<file path="src/program.hex">
// physical word image, one 16-bit word per line, line n is physical address n
// unused words hold DA00 plus their address
DA00
DA01
DA02
DA03
DA04
DA05
DA06
DA07
1203
0A41
2104
0B42
3305
0C43
4406
0D44
5507
0E45
6608
0F46
7709
1047
0F0A
1148
DA18
DA19
DA1A
DA1B
DA1C
DA1D
DA1E
DA1F
DA20
DA21
DA22
DA23
DA24
DA25
DA26
DA27
8101
2051
8202
2152
8303
2253
8404
2354
DA30
DA31
DA32
DA33
DA34
DA35
DA36
DA37
DA38
DA39
DA3A
DA3B
DA3C
DA3D
DA3E
DA3F

</file>
<file path="src/fetch_trace_pkg.sv">
package fetch_trace_pkg;

  // memory word and address widths
  typedef logic [15:0] word_t;  // one program word
  typedef logic [5:0]  addr_t;  // word address, logical or physical
  typedef logic [2:0]  seg_t;   // physical segment index
  typedef logic [2:0]  page_t;  // logical page number

  // geometry
  localparam int PAGE_WORDS = 8;                    // addr[5:3] page, addr[2:0] offset
  localparam int OFF_BITS   = $clog2(PAGE_WORDS);
  localparam int NUM_SEGS   = 8;
  localparam int MEM_WORDS  = 64;

  // next segment per segment, self pointer ends the chain
  // 0 -> 5 -> 2 -> 1 -> 1
  localparam seg_t SEG_CHAIN [NUM_SEGS] = '{
    3'd5, 3'd1, 3'd1, 3'd3, 3'd4, 3'd2, 3'd6, 3'd7
  };

  // logical page held by each segment
  localparam page_t SEG_PAGE [NUM_SEGS] = '{
    3'd0, 3'd1, 3'd2, 3'd0, 3'd0, 3'd3, 3'd0, 3'd0
  };

  localparam logic [7:0] OPC_HALT = 8'h0F;   // ends a run

  localparam string MEM_FILE = "/design/src/program.hex";  // physical image, one word per line

endpackage

</file>
<file path="src/uart_pkg.sv">
package uart_pkg;

  typedef logic [7:0] char_t;  // one serial character

  localparam int CLK_PER_BIT = 8;  // clocks per serial bit
  localparam int CYC_W       = $clog2(CLK_PER_BIT);
  localparam logic [CYC_W-1:0] CYC_LAST = CYC_W'(CLK_PER_BIT - 1);

  localparam int QUEUE_DEPTH = 16;  // trace bytes buffered ahead of the serializer
  localparam int QPTR_W      = $clog2(QUEUE_DEPTH);
  localparam logic [QPTR_W:0] QUEUE_FULL = (QPTR_W + 1)'(QUEUE_DEPTH);

  localparam char_t CHAR_START = "S";  // run started
  localparam char_t CHAR_FAULT = "E";  // unmapped page

endpackage

</file>
<file path="src/word_fetch_if.sv">
`timescale 1ns/1ns

// logical word read, fetcher to paged memory
interface word_fetch_if;
  import fetch_trace_pkg::*;

  logic  req;    // held until ack or fault
  addr_t addr;   // logical word address, stable under req
  logic  ack;    // one cycle, data valid
  word_t data;
  logic  fault;  // one cycle, page not mapped

  modport fetcher (output req, addr, input ack, data, fault);
  modport memory  (input req, addr, output ack, data, fault);

endinterface

</file>
<file path="src/pc_fetcher.sv">
`timescale 1ns/1ns

module pc_fetcher (
  input  logic                   clk,
  input  logic                   rst_n,
  input  logic                   run,
  input  fetch_trace_pkg::addr_t start_addr,
  output logic                   busy,
  word_fetch_if.fetcher          mem,
  output logic                   valid,
  output uart_pkg::char_t        data,
  input  logic                   ready
);
  import fetch_trace_pkg::*;
  import uart_pkg::*;

  typedef enum logic [2:0] {
    idle,
    send_start,
    read_op,
    send_op,
    read_arg,
    send_arg,
    send_fault
  } state_t;

  state_t     state;
  addr_t      pc;    // next logical word
  logic [7:0] op_q;  // opcode of the current instruction

  assign mem.addr = pc;  // pc only moves after ack, so addr holds under req

  always_ff @(posedge clk) begin
    if (!rst_n) begin
      state   <= idle;
      busy    <= 1'b0;
      valid   <= 1'b0;
      mem.req <= 1'b0;
    end else begin
      case (state)
        idle: if (run) begin  // run ignored while busy
          pc    <= start_addr;
          busy  <= 1'b1;
          valid <= 1'b1;
          data  <= CHAR_START;
          state <= send_start;
        end
        send_start: if (valid && ready) begin
          valid   <= 1'b0;
          mem.req <= 1'b1;  // first word of the instruction
          state   <= read_op;
        end
        read_op: begin
          if (mem.ack) begin
            mem.req <= 1'b0;
            pc      <= pc + 1'b1;
            op_q    <= mem.data[15:8];
            data    <= mem.data[15:8];  // opcode byte
            valid   <= 1'b1;
            state   <= send_op;
          end else if (mem.fault) begin
            mem.req <= 1'b0;
            data    <= CHAR_FAULT;
            valid   <= 1'b1;
            state   <= send_fault;
          end
        end
        send_op: if (valid && ready) begin
          valid   <= 1'b0;
          mem.req <= 1'b1;  // argument word, opcode already queued
          state   <= read_arg;
        end
        read_arg: begin
          if (mem.ack) begin
            mem.req <= 1'b0;
            pc      <= pc + 1'b1;
            data    <= mem.data[7:0];  // low byte of the argument
            valid   <= 1'b1;
            state   <= send_arg;
          end else if (mem.fault) begin
            mem.req <= 1'b0;
            data    <= CHAR_FAULT;
            valid   <= 1'b1;
            state   <= send_fault;
          end
        end
        send_arg: if (valid && ready) begin
          valid <= 1'b0;
          if (op_q == OPC_HALT) begin
            busy  <= 1'b0;  // halt pair queued, run done
            state <= idle;
          end else begin
            mem.req <= 1'b1;
            state   <= read_op;
          end
        end
        send_fault: if (valid && ready) begin
          valid <= 1'b0;
          busy  <= 1'b0;
          state <= idle;
        end
        default: state <= idle;
      endcase
    end
  end

endmodule

</file>
<file path="src/paged_memory.sv">
`timescale 1ns/1ns

module paged_memory (
  input  logic         clk,
  input  logic         rst_n,
  word_fetch_if.memory mem
);
  import fetch_trace_pkg::*;

  typedef enum logic [1:0] {
    idle,
    walk,
    read
  } state_t;

  state_t              state;
  page_t               page_q;  // page being searched
  logic [OFF_BITS-1:0] off_q;   // word within the page
  seg_t                seg_q;   // current chain position
  word_t               mem_array [MEM_WORDS];

  initial $readmemh(MEM_FILE, mem_array);

  always_ff @(posedge clk) begin
    if (!rst_n) begin
      state     <= idle;
      mem.ack   <= 1'b0;
      mem.fault <= 1'b0;
    end else begin
      mem.ack   <= 1'b0;  // both are single cycle pulses
      mem.fault <= 1'b0;
      case (state)
        // req is still high in the pulse cycle, so skip it
        idle: if (mem.req && !mem.ack && !mem.fault) begin
          page_q <= mem.addr[$bits(addr_t)-1:OFF_BITS];
          off_q  <= mem.addr[OFF_BITS-1:0];
          if (mem.addr[$bits(addr_t)-1:OFF_BITS] == '0) begin
            seg_q <= '0;  // page 0 lives in segment 0
            state <= read;
          end else begin
            seg_q <= SEG_CHAIN[0];  // walk starts after segment 0
            state <= walk;
          end
        end
        walk: begin
          if (SEG_PAGE[seg_q] == page_q) begin
            state <= read;
          end else if (SEG_CHAIN[seg_q] == seg_q) begin
            mem.fault <= 1'b1;  // end of chain, no match
            state     <= idle;
          end else begin
            seg_q <= SEG_CHAIN[seg_q];  // one step per clock
          end
        end
        read: begin
          mem.data <= mem_array[{seg_q, off_q}];  // physical = segment : offset
          mem.ack  <= 1'b1;
          state    <= idle;
        end
        default: state <= idle;
      endcase
    end
  end

endmodule

</file>
<file path="src/trace_queue.sv">
`timescale 1ns/1ns

module trace_queue (
  input  logic            clk,
  input  logic            rst_n,
  input  logic            valid,
  input  uart_pkg::char_t data,
  output logic            ready,
  output logic            tx_valid,
  output uart_pkg::char_t tx_data,
  input  logic            tx_busy
);
  import uart_pkg::*;

  char_t             fifo [QUEUE_DEPTH];
  logic [QPTR_W-1:0] wr_ptr;
  logic [QPTR_W-1:0] rd_ptr;
  logic [QPTR_W:0]   count;  // one bit wider, holds full
  logic              push;
  logic              pop;

  assign ready    = (count != QUEUE_FULL);  // low when full, fetcher holds its byte
  assign tx_valid = (count != '0);
  assign tx_data  = fifo[rd_ptr];
  assign push     = valid && ready;
  assign pop      = tx_valid && !tx_busy;  // serializer latches at this edge

  always_ff @(posedge clk) begin
    if (push) fifo[wr_ptr] <= data;
  end

  always_ff @(posedge clk) begin
    if (!rst_n) begin
      wr_ptr <= '0;
      rd_ptr <= '0;
      count  <= '0;
    end else begin
      if (push) wr_ptr <= wr_ptr + 1'b1;  // pointers wrap
      if (pop) rd_ptr <= rd_ptr + 1'b1;
      case ({push, pop})
        2'b10:   count <= count + 1'b1;
        2'b01:   count <= count - 1'b1;
        default: count <= count;  // both or neither
      endcase
    end
  end

endmodule

</file>
<file path="src/uart_tx.sv">
`timescale 1ns/1ns

module uart_tx (
  input  logic            clk,
  input  logic            rst_n,
  input  logic            tx_valid,
  input  uart_pkg::char_t tx_data,
  output logic            tx_busy,
  output logic            tx
);
  import uart_pkg::*;

  typedef enum logic [1:0] {
    idle,
    start,
    data,
    stop
  } state_t;

  state_t           state;
  logic [CYC_W-1:0] cyc_cnt;  // clocks within the current bit
  logic [2:0]       bit_cnt;  // data bit index
  char_t            shreg;    // lsb goes out first
  logic             bit_end;

  assign bit_end = (cyc_cnt == CYC_LAST);
  assign tx_busy = (state != idle);  // high for the whole frame

  always_comb begin
    case (state)
      start:   tx = 1'b0;
      data:    tx = shreg[0];
      default: tx = 1'b1;  // idle and stop
    endcase
  end

  always_ff @(posedge clk) begin
    if (!rst_n) begin
      state   <= idle;
      cyc_cnt <= '0;
      bit_cnt <= '0;
    end else begin
      cyc_cnt <= bit_end ? '0 : cyc_cnt + 1'b1;
      case (state)
        idle: begin
          cyc_cnt <= '0;
          if (tx_valid) begin
            shreg <= tx_data;  // pop edge in the queue
            state <= start;
          end
        end
        start: if (bit_end) begin
          bit_cnt <= '0;
          state   <= data;
        end
        data: if (bit_end) begin
          shreg   <= shreg >> 1;
          bit_cnt <= bit_cnt + 1'b1;
          if (bit_cnt == 3'd7) state <= stop;  // 8 bits out
        end
        stop: if (bit_end) state <= idle;
        default: state <= idle;
      endcase
    end
  end

endmodule

</file>
<file path="src/fetch_trace_top.sv">
`timescale 1ns/1ns

module fetch_trace_top (
  input  logic                   clk,
  input  logic                   rst_n,
  input  logic                   run,
  input  fetch_trace_pkg::addr_t start_addr,
  output logic                   tx,
  output logic                   busy
);
  import uart_pkg::*;

  logic  byte_valid;  // fetcher to queue
  char_t byte_data;
  logic  byte_ready;
  logic  tx_valid;    // queue to serializer
  char_t tx_data;
  logic  tx_busy;

  word_fetch_if fetch_bus ();

  pc_fetcher pc_fetcher_inst (
    .clk        (clk),
    .rst_n      (rst_n),
    .run        (run),
    .start_addr (start_addr),
    .busy       (busy),
    .mem        (fetch_bus.fetcher),
    .valid      (byte_valid),
    .data       (byte_data),
    .ready      (byte_ready)
  );

  paged_memory paged_memory_inst (
    .clk   (clk),
    .rst_n (rst_n),
    .mem   (fetch_bus.memory)
  );

  trace_queue trace_queue_inst (
    .clk      (clk),
    .rst_n    (rst_n),
    .valid    (byte_valid),
    .data     (byte_data),
    .ready    (byte_ready),
    .tx_valid (tx_valid),
    .tx_data  (tx_data),
    .tx_busy  (tx_busy)
  );

  uart_tx uart_tx_inst (
    .clk      (clk),
    .rst_n    (rst_n),
    .tx_valid (tx_valid),
    .tx_data  (tx_data),
    .tx_busy  (tx_busy),
    .tx       (tx)
  );

endmodule

</file>
<file path="config.mk">
export PLATFORM = sky130hd
export DESIGN_NAME = fetch_trace_top
export DESIGN_NICKNAME = d
export VERILOG_FILES = /design/src/fetch_trace_pkg.sv /design/src/uart_pkg.sv /design/src/word_fetch_if.sv /design/src/pc_fetcher.sv /design/src/paged_memory.sv /design/src/trace_queue.sv /design/src/uart_tx.sv /design/src/fetch_trace_top.sv
export SDC_FILE = /design/constraint.sdc
export NUM_CORES = 1
export LEC_CHECK = 0
export BUFFER_PORTS_ARGS = -buffer_cell sky130_fd_sc_hd__clkbuf_2
export CELL_PAD_IN_SITES_DETAIL_PLACEMENT = 0
export CELL_PAD_IN_SITES_GLOBAL_PLACEMENT = 1
export CORE_MARGIN = 2
export CORE_UTILIZATION = 54
export CTS_CLUSTER_SIZE = 8
export DETAILED_ROUTE_END_ITERATION = 8
export PLACE_DENSITY = 0.87
export SYNTH_ARGS = -nofsm -noshare
export SYNTH_HDL_FRONTEND = slang
export SYNTH_HIERARCHICAL = 1
export SYNTH_SLANG_ARGS = --single-unit
export TNS_END_PERCENT = 20
</file>
<file path="constraint.sdc">
create_clock -name clk -period 3.1 [get_ports clk]
set_input_delay 0.31 -clock clk [delete_from_list [all_inputs] [get_ports clk]]
set_output_delay 0.31 -clock clk [all_outputs]
set_load 0.005 [all_outputs]
</file>
; ---- Word-level counts from Yosys, hierarchy flattened
; Memory sizes are Yosys's and may differ from the RTL's. A register that Yosys moved wholly into a read port is not among the register bits.
; Index checks and enable logic that the tools add are counted.
[op_classes]
n_shift = 0
n_mul = 0
n_reduce_logical = 41
div = 0
mux = 66
bitwise = 3
add_sub_neg = 7
magnitude_cmp = 1
eq_ne = 39
[op_table]
columns = op, count
row1 = $mux W3, 18
row2 = $mux W8, 6
row3 = $ne A2 B1 Y1 const B, 13
row4 = $reduce_and A5 Y1, 5
row5 = $pmux W8 S3, 1
row6 = $pmux W3 S7, 1
row7 = $mux W2, 10
row8 = $pmux W8 S2, 1
row9 = $eq A3 B3 Y1 const B, 5
row10 = $mux W1, 15
row11 = $mux W6, 2
row12 = $pmux W3 S2, 2
row13 = $pmux W6 S2, 1
row14 = $reduce_and A3 Y1, 4
row15 = $reduce_and A4 Y1, 3
row16 = $reduce_bool A2 Y1, 6
row17 = $reduce_bool A3 Y1, 4
row18 = $ne A2 B2 Y1 const B, 5
row19 = $pmux W5 S2, 1
row20 = $pmux W1 S3, 3
row21 = $add A4 B1 Y4 const B, 2
row22 = $eq A2 B2 Y1 const B, 4
row23 = $eq A8 B4 Y1 const B, 1
row24 = $mux W4, 2
row25 = other kinds (25), 42
[word_totals]
out_inout_bits = 2
ff_bits = 83
word_cells = 180
mem_bits_rw = 128
mem_count = 3
inputBits = 9
romBits = 48
latch_bits = 0
[memory_table]
columns = memory, words, word_bits, rd, rd_clocked_by_memory_dff, write_ports, line_no
row1 = trace_queue_inst.fifo, 16, 8, 1, 1, 1, trace_queue.sv:15  ; char_t fifo [QUEUE_DEPTH];
row2 = (no name shown), 8, 3, 1, 0, 0, paged_memory.sv:46  ; if (SEG_PAGE[seg_q] == page_q) begin
row3 = (no name shown), 8, 3, 1, 0, 0, paged_memory.sv:48  ; end else if (SEG_CHAIN[seg_q] == seg_q) begin

; ---- Longest topological paths before layout
[logic_depth]
word_depth = 8
depth_mapped = 12
mapped_depth_nobuf = 11

; ---- Cells and area by module
; The synthesis kept the hierarchy.
[by_module_without_submodules]
columns = mod, n_inst, cells_per_inst, area_each_um2, seq_area_each_um2
row1 = trace_queue, 1, 307, 5982.0, 4184.0
row2 = pc_fetcher, 1, 149, 1552.7, 780.7
row3 = uart_tx, 1, 63, 798.3, 400.4
row4 = paged_memory, 1, 60, 599.3, 260.2

; ---- Worst setup path before layout
; No wires, ideal clock.
[synth_path]
path_kind = register -> register
from = register uart_tx_inst.state[0]
to = register trace_queue_inst.count[4]
n_path_buf = 1
stages_incl_launch_ff = 13
arrival_time_ps = 2445
synth_period_minus_slack_ps = 2516
setup_slack_ps = 584
path_cell_list = dfxtp_1 inv_1 ha_1 inv_1 clkbuf_1 a21oi_1 ha_1 xor2_1 ha_1 inv_1 o311ai_0 o32ai_1 mux2i_1
[synth_via]
elab_chain_len = 5
word_cells_on_any_way = 7
cone_classes = eq/ne (2) / mux (1) / reduce/logical (4)
[synth_lines]
columns = item, line_no
row1 = "start, declared", uart_tx.sv:20  ; state_t state;
row2 = "start signal, assigned", uart_tx.sv:39  ; state <= idle;
row3 = "start signal, assigned", uart_tx.sv:49  ; state <= start;
row4 = "start signal, assigned", uart_tx.sv:54  ; state <= data;
row5 = $reduce_bool A2 Y1 *, uart_tx.sv:27  ; assign tx_busy = (state != idle);
row6 = net tx_busy, fetch_trace_top.sv:18  ; logic tx_busy;
row7 = $logic_not A1 Y1 *, trace_queue.sv:26  ; assign pop = tx_valid && !tx_busy;
row8 = $logic_and A1 B1 Y1 *, trace_queue.sv:26
row9 = net trace_queue_inst.pop, trace_queue.sv:20  ; logic pop;
row10 = $eq A2 B1 Y1 / $eq A2 B2 Y1 (equally long branches), trace_queue.sv:40  ; case ({push, pop})
row11 = $pmux W5 S2 / $reduce_bool A2 Y1 (equally long branches), --
row12 = "end signal, assigned", trace_queue.sv:41  ; 2'b10: count <= count + 1'b1;
row13 = "end signal, assigned", trace_queue.sv:42  ; 2'b01: count <= count - 1'b1;
row14 = "end signal, assigned", trace_queue.sv:43  ; default: count <= count;
row15 = "end, declared", trace_queue.sv:18  ; logic [QPTR_W:0] count;
; The timed path passes the listed nets; every way through them passes the cells marked *.
; A chain may end at the register's enable or synchronous reset.

; ---- Worst setup path in the final report
[layout_path]
from = register trace_queue_inst.count[1]
to = register trace_queue_inst.count[4]
[layout_via]
elab_chain_len = 4
word_cells_on_any_way = 10
cone_classes = add/sub (2) / eq/ne (3) / mux (1) / reduce/logical (4)
[layout_lines]
columns = item
row1 = "parallel branches: the longest is 4 deep, another holds $sub A5 B1 Y5"
; Several ways; the timed one is not identified.

==> impl_metrics.json <==
{
  "fin_crit_ns": 2.86,
  "yosysTopAreaCellShare_pct": 55.1,
  "die-area_um2": 17600,
  "grt_pass1_vias": 4595,
  "syn_to_final_growth_pct": 8.64,
  "gp_congestion": 0.819,
  "portBuffers": 10,
  "clock-sinks": 199,
  "routed_wl_mm": 15.8,
  "clk_latency_ns": 0.43,
  "worstPathMaxFanout": 8,
  "detail_route.drc_violations": 0,
  "num_vias": 4753,
  "grt_max_degree": 33,
  "hold_violations": 0,
  "irDropWorstVdd_uv": 438,
  "hpwl_mm": 10.5,
  "startpoint_type": "flip-flop",
  "n_antenna_cell": 0,
  "maxSlewViolCount": 0,
  "synth.area.top_cells": "edfxtp_1, dfxtp_1, mux4_1",
  "htreeDepth": 4,
  "ioPinCount": 11,
  "std_cell_rows": 47,
  "die_h_um": 133,
  "clkSlewWorstSetupHoldPaths_ns": 0.07,
  "final_common_cell": "edfxtp_1",
  "powerDensity_nw_per_um2": 760,
  "layout_common_cells": "edfxtp_1, dfxtp_1, nor2_1",
  "syn-mean-instance-area_um2": 15.4,
  "tns_ns": 0,
  "layout-drive-gt1-share_pct": 14.7,
  "fmaxAchievable_mhz": 350,
  "synth_edf_count": 164,
  "synth_cell_types": 78,
  "cts_resized": 0,
  "synthFlopType": "edfxtp_1",
  "cts_setup_buffers": 0,
  "endpoint_kind": "flip-flop",
  "die_w_um": 133,
  "fin_nets": 618,
  "start_util_pct": 54.6,
  "hold_class": "input port to flip-flop",
  "first_iter_violations": 330,
  "cap_viol_max_count": 0,
  "async_flop_share_pct": 0,
  "fin_util_pct": 59.4,
  "antenna_found_initial": 0,
  "leakage_nw": 3.24,
  "root_buffer": "clkbuf_16",
  "critical_path_class": "flip-flop to flip-flop",
  "yosys_warnings": 6,
  "required_ns": 3.46,
  "syn_area_um2": 8930,
  "track_usage_pct": 19.0,
  "synth_top_area_cell": "edfxtp_1",
  "worst-slew-pin-transition_ns": 0.785,
  "yosysSeqAreaShare_pct": 63.0,
  "setup-violations-final": 0,
  "outcome": "finished, final reports clean",
  "fin_worst_skew_ns": 0.00694,
  "ys_ff_latch": 199,
  "syn_inst": 579,
  "grt_pass1_wl_mm": 25.1,
  "post-route-period-util_pct": 92.2,
  "cts_max_path_buffers": 2,
  "drt-pass1-iter-count": 5,
  "core-area_um2": 16300,
  "maxSlewHeadroom_pct": 47.5,
  "cts_tree": "yes",
  "vias_per_cell": 5.76,
  "wire_per_inst_um": 19.2,
  "numCtsBuffers": 17,
  "crit_arrival_ns": 3.22,
  "cts-hold-fix-buffers": 0,
  "gr-total-overflow": 0,
  "rsz0062_at_grt": "false",
  "drtAntennaViolNets": 0
}
## Yosys cell counts, types with 3 or more instances
cell type / n
a211oi_1: 4
a21o_1: 3
a21oi_1: 12
a22oi_1: 8
a31o_1: 3
a31oi_1: 4
a32oi_1: 3
and2_1: 13
and3_1: 3
buf_1: 6
buf_2: 5
buf_4: 19
buf_6: 5
clkbuf_1: 9
dfxtp_1: 35
edfxtp_1: 164
ha_1: 16
inv_1: 20
mux2_2: 7
mux2i_1: 9
mux4_1: 24
mux4_2: 16
nand2_1: 25
nand2b_1: 9
nand3_1: 7
nand3b_1: 4
nand4_1: 3
nor2_1: 27
nor2b_1: 12
nor3_1: 13
o211ai_1: 4
o21ai_0: 13
o22ai_1: 3
xnor2_1: 7
xor2_1: 6
## worst max-delay path: stages (launching register included)
cell      delay (ns)
dfxtp_1         0.39
nor4_2          0.50
a21boi_1        0.28
inv_1           0.11
ha_1            0.30
xor2_1          0.13
ha_1            0.24
inv_1           0.11
o311ai_0        0.13
o32ai_1         0.38
mux2i_1         0.22
## worst paths after layout
check                                              start                                     end  slack [ns]  cells after the start
setup / recovery  trace_queue_inst/count[1]$_SDFFE_PN0P_  trace_queue_inst/count[4]$_SDFFE_PN0P_        0.24                     10
hold / removal                             start_addr[1]   pc_fetcher_inst/mem.addr[1]$_DFFE_PP_        0.18                      2
setup reg to reg  trace_queue_inst/count[1]$_SDFFE_PN0P_  trace_queue_inst/count[4]$_SDFFE_PN0P_        0.24                     10
hold reg to reg       uart_tx_inst/cyc_cnt[0]$_SDFF_PP0_      uart_tx_inst/cyc_cnt[0]$_SDFF_PP0_        0.43                      1
## metrics by stage
step	cells	hold WS, ns	power (mW)	worst slack, ns	instance area (um2)
after floorplan	594	0.398	4.87	0.584	8990
after global placement	794	0.407	5.15	0.428	9120
after detailed placement	794	0.431	5.24	0.329	9120
after CTS	825	0.168	7.41	0.319	9700
after global routing	825	0.172	7.72	0.0802	9700
final	825	0.183	7.38	0.242	9700
## sequential cells by signal, indices dropped and copies added (netlist names), 2 cells and up, named ones only
name / flops
paged_memory_inst/page_q: 3
paged_memory_inst/state: 2
uart_tx_inst/shreg: 8
uart_tx_inst/cyc_cnt: 3
pc_fetcher_inst/data: 8
paged_memory_inst/seg_q: 3
trace_queue_inst/count: 5
trace_queue_inst/fifo: 128
pc_fetcher_inst/state: 3
pc_fetcher_inst/op_q: 8
trace_queue_inst/wr_ptr: 4
uart_tx_inst/bit_cnt: 3
pc_fetcher_inst/mem.addr: 6
trace_queue_inst/rd_ptr: 4
uart_tx_inst/state: 2
## cell type report
| cell class | instances | area [um2] |
|---|---|---|
| Timing Repair Buffer | 27 | 190 |
| Clock buffer | 18 | 429 |
| Sequential cell | 199 | 5630 |
| Fill cell | 1254 | 6640 |
| Tap cell | 220 | 275 |
| Inverter | 21 | 78.8 |
| Clock inverter | 13 | 151 |
| Multi-Input combinational cell | 327 | 2950 |
## power by group
group	leakage, nW	total, mW	internal, mW	switching [mW]
logic	1.24	1.80	0.870	0.925
clock network	0.287	2.18	1.26	0.922
registers	1.72	3.40	3.17	0.226
## cell families after synthesis
kind of cell	Yosys count	synth area share [%]
AOI/OAI and AO/OA	85	6.91
xor gates and xnor gates	13	1.27
adders and majority gates	17	2.35
buffers and inverters	68	4.58
DFF	199	63.0
muxes	57	13.2
other	1	0.0420
and+or+nand+nor	139	8.71
## metal layers
layer	wire, um	global-route usage (%)
met5	0	0
met4	181	6.81
met3	709	3.10
met2	7970	31.4
met1	6990	25.8
Power figures use the tool's default switching activity.
